## src/heat_pkg.sv

```systemverilog
`default_nettype none

package heat_pkg;

    // heat level 0..8
    typedef logic [3:0] level_t;

    // scanned row of the 8x8 matrix
    typedef logic [2:0] row_idx_t;

    // one row of column bits, also the row select pattern
    typedef logic [7:0] cols_t;

    typedef logic [7:0]  apb_addr_t;
    typedef logic [31:0] apb_data_t;

    typedef enum logic [1:0] {
        IDLE,
        STEP,
        HOLD,
        FROZEN
    } seq_state_t;

    localparam level_t LEVEL_MAX = 4'd8;

    // register map, byte addresses
    localparam apb_addr_t ADDR_CTRL   = 8'h00;
    localparam apb_addr_t ADDR_TARGET = 8'h04;
    localparam apb_addr_t ADDR_STATUS = 8'h08;

    // STATUS bit positions
    localparam int STATUS_DONE_BIT     = 4;
    localparam int STATUS_OVERHEAT_BIT = 5;

endpackage

`default_nettype wire

```

## src/heat_regs.sv

```systemverilog
`timescale 1ns/1ps
`default_nettype none

module heat_regs (
    input  wire logic                clk,
    input  wire logic                rst,
    input  wire logic                psel,
    input  wire logic                penable,
    input  wire logic                pwrite,
    input  wire heat_pkg::apb_addr_t paddr,
    input  wire heat_pkg::apb_data_t pwdata,
    input  wire logic                temp,
    input  wire heat_pkg::level_t    level,
    input  wire logic                done,
    output heat_pkg::apb_data_t      prdata,
    output logic                     pready,
    output logic                     pslverr,
    output logic                     run,
    output heat_pkg::level_t         target,
    output logic                     overheat
);

    logic             temp_meta;
    logic             temp_sync;
    logic             access;
    logic             wr_access;
    logic             addr_hit;
    heat_pkg::level_t wr_target;

    assign access    = psel & penable;
    assign wr_access = access & pwrite;
    assign pready    = 1'b1; // zero wait states

    always_comb
    begin
        case (paddr)
            heat_pkg::ADDR_CTRL,
            heat_pkg::ADDR_TARGET,
            heat_pkg::ADDR_STATUS: addr_hit = 1'b1;
            default:               addr_hit = 1'b0;
        endcase
    end

    assign pslverr = access & ~addr_hit;

    // values above LEVEL_MAX saturate
    assign wr_target = (pwdata[3:0] > heat_pkg::LEVEL_MAX) ? heat_pkg::LEVEL_MAX
                                                           : heat_pkg::level_t'(pwdata[3:0]);

    // two-flop synchronizer for the alarm input
    always_ff @(posedge clk or posedge rst)
    begin
        if (rst)
        begin
            temp_meta <= 1'b0;
            temp_sync <= 1'b0;
        end
        else
        begin
            temp_meta <= temp;
            temp_sync <= temp_meta;
        end
    end

    always_ff @(posedge clk or posedge rst)
    begin
        if (rst)
        begin
            run    <= 1'b0;
            target <= '0;
        end
        else if (wr_access)
        begin
            if (paddr == heat_pkg::ADDR_CTRL)
                run <= pwdata[0];
            if (paddr == heat_pkg::ADDR_TARGET)
                target <= wr_target;
        end
    end

    // sticky flag, write-one clear refused while the alarm is still up
    always_ff @(posedge clk or posedge rst)
    begin
        if (rst)
            overheat <= 1'b0;
        else if (temp_sync)
            overheat <= 1'b1;
        else if (wr_access && paddr == heat_pkg::ADDR_STATUS
                 && pwdata[heat_pkg::STATUS_OVERHEAT_BIT])
            overheat <= 1'b0;
    end

    always_comb
    begin
        case (paddr)
            heat_pkg::ADDR_CTRL:   prdata = heat_pkg::apb_data_t'(run);
            heat_pkg::ADDR_TARGET: prdata = heat_pkg::apb_data_t'(target);
            heat_pkg::ADDR_STATUS: prdata = heat_pkg::apb_data_t'({overheat, done, level});
            default:               prdata = '0;
        endcase
    end

endmodule

`default_nettype wire

```

## src/heat_sequencer.sv

```systemverilog
`timescale 1ns/1ps
`default_nettype none

module heat_sequencer #(
    parameter int STEP_DIV = 100000
) (
    input  wire logic             clk,
    input  wire logic             rst,
    input  wire logic             run,
    input  wire heat_pkg::level_t target,
    input  wire logic             overheat,
    output heat_pkg::level_t      level,
    output logic                  done
);

    localparam int CNT_W = $clog2(STEP_DIV + 1);
    localparam logic [CNT_W-1:0] CNT_LAST = CNT_W'(STEP_DIV - 1);

    heat_pkg::seq_state_t state;
    logic [CNT_W-1:0]     step_cnt;
    logic                 step_last;
    heat_pkg::level_t     level_step;

    assign step_last = (step_cnt == CNT_LAST);

    // one level toward the target, either direction
    assign level_step = (level < target) ? level + 4'd1 : level - 4'd1;

    assign done = (state == heat_pkg::HOLD);

    always_ff @(posedge clk or posedge rst)
    begin
        if (rst)
        begin
            state    <= heat_pkg::IDLE;
            level    <= '0;
            step_cnt <= '0;
        end
        else if (!run)
        begin
            state    <= heat_pkg::IDLE;
            level    <= '0;
            step_cnt <= '0;
        end
        else
        begin
            case (state)
                heat_pkg::IDLE:
                begin
                    level    <= '0;
                    step_cnt <= '0;
                    state    <= (target == '0) ? heat_pkg::HOLD : heat_pkg::STEP;
                end
                heat_pkg::STEP:
                begin
                    if (overheat)
                        state <= heat_pkg::FROZEN; // counter keeps its phase
                    else if (level == target)
                    begin
                        state    <= heat_pkg::HOLD;
                        step_cnt <= '0;
                    end
                    else if (step_last)
                    begin
                        step_cnt <= '0;
                        level    <= level_step;
                        if (level_step == target)
                            state <= heat_pkg::HOLD;
                    end
                    else
                        step_cnt <= step_cnt + 1'b1;
                end
                heat_pkg::HOLD:
                begin
                    step_cnt <= '0;
                    // target moved, go after it at the step rate
                    if (level != target)
                        state <= overheat ? heat_pkg::FROZEN : heat_pkg::STEP;
                end
                heat_pkg::FROZEN:
                begin
                    if (!overheat)
                        state <= (level == target) ? heat_pkg::HOLD : heat_pkg::STEP;
                end
                default:
                    state <= heat_pkg::IDLE;
            endcase
        end
    end

endmodule

`default_nettype wire

```

## src/matrix_scan.sv

```systemverilog
`timescale 1ns/1ps
`default_nettype none

module matrix_scan #(
    parameter int SCAN_DIV = 1000
) (
    input  wire logic             clk,
    input  wire logic             rst,
    input  wire heat_pkg::level_t level,
    input  wire logic             overheat,
    output heat_pkg::cols_t       row,
    output heat_pkg::cols_t       colg,
    output heat_pkg::cols_t       colr
);

    localparam int DIV_W = $clog2(SCAN_DIV + 1);
    localparam logic [DIV_W-1:0] DIV_LAST = DIV_W'(SCAN_DIV - 1);

    logic [DIV_W-1:0]   div_cnt;
    logic               tick;
    heat_pkg::row_idx_t row_idx;
    heat_pkg::row_idx_t row_idx_nxt;
    heat_pkg::cols_t    row_nxt;
    heat_pkg::cols_t    gauge_nxt;

    // active-low one-hot row select
    function automatic heat_pkg::cols_t row_pattern(input heat_pkg::row_idx_t r);
        heat_pkg::cols_t pat;
        case (r)
            3'd0:    pat = 8'b1111_1110;
            3'd1:    pat = 8'b1111_1101;
            3'd2:    pat = 8'b1111_1011;
            3'd3:    pat = 8'b1111_0111;
            3'd4:    pat = 8'b1110_1111;
            3'd5:    pat = 8'b1101_1111;
            3'd6:    pat = 8'b1011_1111;
            default: pat = 8'b0111_1111;
        endcase
        return pat;
    endfunction

    // fill gauge, bottom rows light first
    // row r is lit when r >= 8 - level
    function automatic heat_pkg::cols_t gauge_cols(input heat_pkg::level_t lvl,
                                                   input heat_pkg::row_idx_t r);
        logic [4:0] sum;
        sum = {2'b00, r} + {1'b0, lvl}; // 5 bits so r + lvl cannot wrap
        return (sum >= 5'd8) ? 8'hFF : 8'h00;
    endfunction

    assign tick = (div_cnt == DIV_LAST);

    always_ff @(posedge clk or posedge rst)
    begin
        if (rst)
            div_cnt <= '0;
        else if (tick)
            div_cnt <= '0;
        else
            div_cnt <= div_cnt + 1'b1;
    end

    assign row_idx_nxt = row_idx + 3'd1; // 7 wraps to 0
    assign row_nxt     = row_pattern(row_idx_nxt);
    assign gauge_nxt   = gauge_cols(level, row_idx_nxt);

    always_ff @(posedge clk or posedge rst)
    begin
        if (rst)
            row_idx <= '0;
        else if (tick)
            row_idx <= row_idx_nxt;
    end

    // row and both colour planes change on the same edge
    // so no row is ever shown with its neighbour's columns
    always_ff @(posedge clk or posedge rst)
    begin
        if (rst)
        begin
            row  <= 8'b1111_1110;
            colg <= '0;
            colr <= '0;
        end
        else if (tick)
        begin
            row  <= row_nxt;
            colg <= gauge_nxt;
            colr <= overheat ? gauge_nxt : 8'h00; // red overlay
        end
    end

endmodule

`default_nettype wire

```

## src/heat_panel_top.sv

```systemverilog
`timescale 1ns/1ps
`default_nettype none

module heat_panel_top #(
    parameter int SCAN_DIV = 1000,
    parameter int STEP_DIV = 100000
) (
    input  wire logic                clk,
    input  wire logic                rst,
    input  wire logic                psel,
    input  wire logic                penable,
    input  wire logic                pwrite,
    input  wire heat_pkg::apb_addr_t paddr,
    input  wire heat_pkg::apb_data_t pwdata,
    output heat_pkg::apb_data_t      prdata,
    output logic                     pready,
    output logic                     pslverr,
    input  wire logic                temp,
    output heat_pkg::cols_t          row,
    output heat_pkg::cols_t          colg,
    output heat_pkg::cols_t          colr
);

    logic             run;
    logic             overheat;
    logic             done;
    heat_pkg::level_t target;
    heat_pkg::level_t level;

    heat_regs i_heat_regs (
        .clk      (clk),
        .rst      (rst),
        .psel     (psel),
        .penable  (penable),
        .pwrite   (pwrite),
        .paddr    (paddr),
        .pwdata   (pwdata),
        .temp     (temp),
        .level    (level),
        .done     (done),
        .prdata   (prdata),
        .pready   (pready),
        .pslverr  (pslverr),
        .run      (run),
        .target   (target),
        .overheat (overheat)
    );

    heat_sequencer #(
        .STEP_DIV (STEP_DIV)
    ) i_heat_sequencer (
        .clk      (clk),
        .rst      (rst),
        .run      (run),
        .target   (target),
        .overheat (overheat),
        .level    (level),
        .done     (done)
    );

    matrix_scan #(
        .SCAN_DIV (SCAN_DIV)
    ) i_matrix_scan (
        .clk      (clk),
        .rst      (rst),
        .level    (level),
        .overheat (overheat),
        .row      (row),
        .colg     (colg),
        .colr     (colr)
    );

endmodule

`default_nettype wire

```

## config.mk

```make
export PLATFORM = sky130hd
export DESIGN_NAME = heat_panel_top
export DESIGN_NICKNAME = d
export VERILOG_FILES = /design/src/heat_pkg.sv /design/src/heat_regs.sv /design/src/heat_sequencer.sv /design/src/matrix_scan.sv /design/src/heat_panel_top.sv
export SDC_FILE = /design/constraint.sdc
export NUM_CORES = 1
export LEC_CHECK = 0
export ABC_CLOCK_PERIOD_IN_PS = 3950
export BUFFER_PORTS_ARGS = -buffer_cell sky130_fd_sc_hd__clkbuf_2
export CELL_PAD_IN_SITES_DETAIL_PLACEMENT = 0
export CELL_PAD_IN_SITES_GLOBAL_PLACEMENT = 1
export CORE_MARGIN = 3
export CORE_UTILIZATION = 41
export DETAILED_ROUTE_END_ITERATION = 12
export GPL_TIMING_DRIVEN = 0
export PLACE_DENSITY = 0.87
export SLEW_MARGIN = 20
export SYNTH_ARGS = -nofsm -noshare
export SYNTH_HDL_FRONTEND = slang
export SYNTH_SLANG_ARGS = --single-unit
```

## constraint.sdc

```tcl
create_clock -name clk -period 3.95 [get_ports clk]
set_clock_uncertainty 0.15 [all_clocks]
set_input_delay 0.1975 -clock clk [delete_from_list [all_inputs] [get_ports clk]]
set_output_delay 0.1975 -clock clk [all_outputs]
set_load 0.05 [all_outputs]
```

==> flow_summary.yaml <==
run_status:
  run_status: "completed"
sta:
  tightest_slew_ns: 0.674
  slew_headroom_pct: 54.9
  finalHoldViolCount: 0
  rsz0062_at_grt: "false"
  fmax_mhz: 333
  setup_tns_ns: 0
  fin_crit_ns: 3.00
  hold_slack_ns: 0.00698
  setup_viol: 0
  drv_slew: 0
  fin_crit_sh_pct: 75.9
  fin_ws_ns: 0.950
drt:
  via_per_inst: 4.94
  detail_route.wl_per_cell_um: 12.2
  postRouteAntennaNets: 0
  drt-pass1-iter-count: 4
  vias: 2848
  drc_errors: 0
  drtIter0Drc: 133
  routed_wl_um: 7030
cells_and_area:
  nNetsFinal: 539
  diodes: 0
  nFillCells: 769
  syn_to_final_growth_pct: 17.7
  drive_gt1_share_pct: 26.3
placed_design:
  gp_congestion: 0.816
  dp_hpwl_um: 5300
  io_buffers: 49
  post-place-ws_ns: 0.968
grt:
  grt_pass1_vias: 2737
  grt_pass1_wl_um: 12400
  overflow: 0
  antenna_found_initial: 0
  grt_max_degree: 55
  grt_usage_pct: 15.2
worst_setup_path:
  reg2regPathDepth: 9
  worst_setup_path_start_kind: "register"
  path_class: "register to register"
  crit_chain: "ha_1 > a21oi_1 > o21ai_0 > ha_1 > a21o_1 > a21oi_1 > xnor2_1 > xnor3_1 > a41o_1"
  setup.worst_path.end_class: "register"
  worstPathMaxFanout: 7
  r2r-end: "i_heat_sequencer.state[1]"
  slowest_stage: "dfrtp_1"
  reg2reg_slack_ns: 0.95
  arrival_ns: 3.05
  timing.rr.start: "i_heat_sequencer.level[1]"
  worst_path_largest_cell_delay_ns: 0.50
  crit_required_ns: 4.00
clocking:
  cts_root_buf: "clkbuf_8"
  cts_tree: "built"
  h-tree-depth: 2
  worstSkewPairLatency_ns: 0.31
  clockBufferDepth: 2
  clock_sinks: 54
  numCtsBuffers: 5
  clk_pin_slew_ns: 0.10
  cts_resized: 0
die:
  dieWidth_um: 98.1
  rows: 32
  core_um2: 7970
  die-area_um2: 9620
  io_pins: 104
  die_y_um: 98.1
  start_util_pct: 43.7
pwr:
  netSwitchingPower_w: 0.000277
  combPwrFrac_pct: 11.8
  clock_power_share_pct: 32.3
  p_leak_nw: 2.01
  p_sw_share_pct: 27.9
  internal-power_w: 0.000717
  p_seq_share_pct: 55.9
  power_density_nw_per_um2: 243
  peakVddDrop_v: 0.000150
synth:
  yosys.area.top_type: "dfrtp_1"
  netlist_area_um2: 3480
  ys_ff_latch: 54
  yosysSeqAreaShare_pct: 39.1
  yosysWarnings: 0
  postSynthCellCount: 388
  synth_flop_cell: "dfrtp_1"
  synth-edff-count: 0
  synthTopCellsByArea: "dfrtp_1, buf_4, ha_1, dfstp_2, nor2_1"
  postSynthAreaPerCell_um2: 8.96
  synth_cell_types: 54
  synthArstFlopShare_pct: 100
  synth_top_area_share_pct: 33.8
min_path:
  hold_depth: 2
  hold_end: "i_heat_regs.target[3]"
  hp-class: "primary input to register"
  min_from: "pwdata[3]"
flow_run:
  max_cap_viol_count: 0
==> metal layers <==
| layer | GRT usage, % | part of all wire [%] | vias to the layer above |
|---|---|---|---|
| met1 | 19.9 | 45 | 1308 |
| met3 | 2.79 | 5.3 | 7 |
| li1 | - | - | 1453 |
| met2 | 26.0 | 48 | 80 |
| met4 | 3.94 | 0.90 | 0 |
| met5 | 0 | 0 | - |
==> worst max-delay path, delay by kind of cell, from the launching register on <==
family                   cells  cell delay [ns]
AO/OA/AOI/OAI                5             1.05
adder cells (fa/ha/maj)      2             0.70
flip-flops                   1             0.50
XOR/XNOR                     2             0.49
==> per-stage QoR <==
stage	cell area [um^2]	cells	util, %	total power [W]
after floorplan	3570	413	-	0.000663
after global placement	3950	564	49.5	0.000679
after detailed placement	3950	564	49.5	0.000680
after CTS	4090	577	51.4	0.00101
after global routing	4090	577	51.4	0.00104
final	4090	577	51.4	0.000994
==> cells by family after synthesis <==
kind of cell	after synthesis	share of synthesized area, %
buf+inv	73	12.6
simple gates	146	21.7
compound gates	70	12.0
other cells	2	0.216
xor+xnor	12	3.42
flops	54	39.1
fa+ha+maj	19	7.27
mux	12	3.71
==> cells in the mapped netlist (5+ instances only) <==
| cell | count |
|---|---|
| or3_1 | 7 |
| inv_1 | 20 |
| xor2_1 | 5 |
| clkbuf_1 | 5 |
| a21oi_1 | 18 |
| nor2_1 | 38 |
| nand3_1 | 15 |
| dfrtp_1 | 47 |
| o21ai_0 | 27 |
| xnor2_1 | 6 |
| buf_4 | 41 |
| ha_1 | 17 |
| buf_2 | 6 |
| nor2b_1 | 7 |
| nand2_1 | 33 |
| mux2i_1 | 5 |
| nand2b_1 | 5 |
| mux2_2 | 7 |
| dfstp_2 | 7 |
| nand4_1 | 8 |
| nor3_1 | 11 |
==> flip-flops by register name, indices dropped and copies added (netlist names), 2 cells and up <==
signal and cells:
i_heat_sequencer.step_cnt 17, i_matrix_scan.div_cnt 10, i_matrix_scan.row 8, i_heat_regs.target 4, i_heat_sequencer.level 4, i_matrix_scan.row_idx 3
i_heat_sequencer.state 2
==> layout make-up <==
type	count	area [um^2]	area share, %
clock buffer	5	68.8	1.68
clock inverter	3	26.3	0.642
sequential	54	1360	33.2
timing repair buffer	54	295	7.21
tap	102	128	3.12
inverter	20	77.6	1.90
buffer	53	362	8.84
multi-input combinational	286	1780	43.4
==> what timing repair did <==
item | 4_1_cts | 5_1_grt
buffers inserted | 0 | 0
hold buffers | 5 | 0
hold endpoints to repair | 51 | 0
==> how the worst max path moves through the flow <==
| stage | start | to | slack, ns | depth (start not counted) |
|---|---|---|---|---|
| 2_1_floorplan | i_heat_sequencer.level[1] | i_heat_sequencer.state[1] | 1.25 | 9 |
| 4_1_cts | i_heat_sequencer.level[1] | i_heat_sequencer.state[1] | 0.96 | 9 |
| 3_3_place_gp | i_heat_sequencer.level[1] | i_heat_sequencer.state[1] | 1.01 | 9 |
| 3_5_place_dp | i_heat_sequencer.level[1] | i_heat_sequencer.state[1] | 0.97 | 9 |
| 6_report | i_heat_sequencer.level[1] | i_heat_sequencer.state[1] | 0.95 | 9 |
| 5_1_grt | i_heat_sequencer.level[1] | i_heat_sequencer.state[1] | 0.67 | 9 |
==> power groups by stage <==
stage,clock (W),sequential [W],combinational (W)
5_1_grt,0.000352,0.000556,0.000127
4_1_cts,0.000335,0.000556,0.000118
6_report,0.000321,0.000556,0.000118
3_3_place_gp,0,0.000567,0.000113
3_5_place_dp,0,0.000567,0.000114
2_1_floorplan,0,0.000566,0.0000972
==> cells in the final DEF, fill, tap and decap left out, drive strengths merged, types with 8 or more instances in the layout <==
cell | Yosys | final
clkbuf | 6 | 60
dfrtp | 47 | 47
buf | 47 | 47
nor2 | 38 | 38
nand2 | 33 | 33
o21ai | 27 | 27
conb | 2 | 27
inv | 20 | 20
a21oi | 18 | 18
ha | 17 | 17
nand3 | 15 | 15
nor3 | 11 | 11
nand4 | 8 | 8
Note: power is estimated with default switching activity, not from simulation.
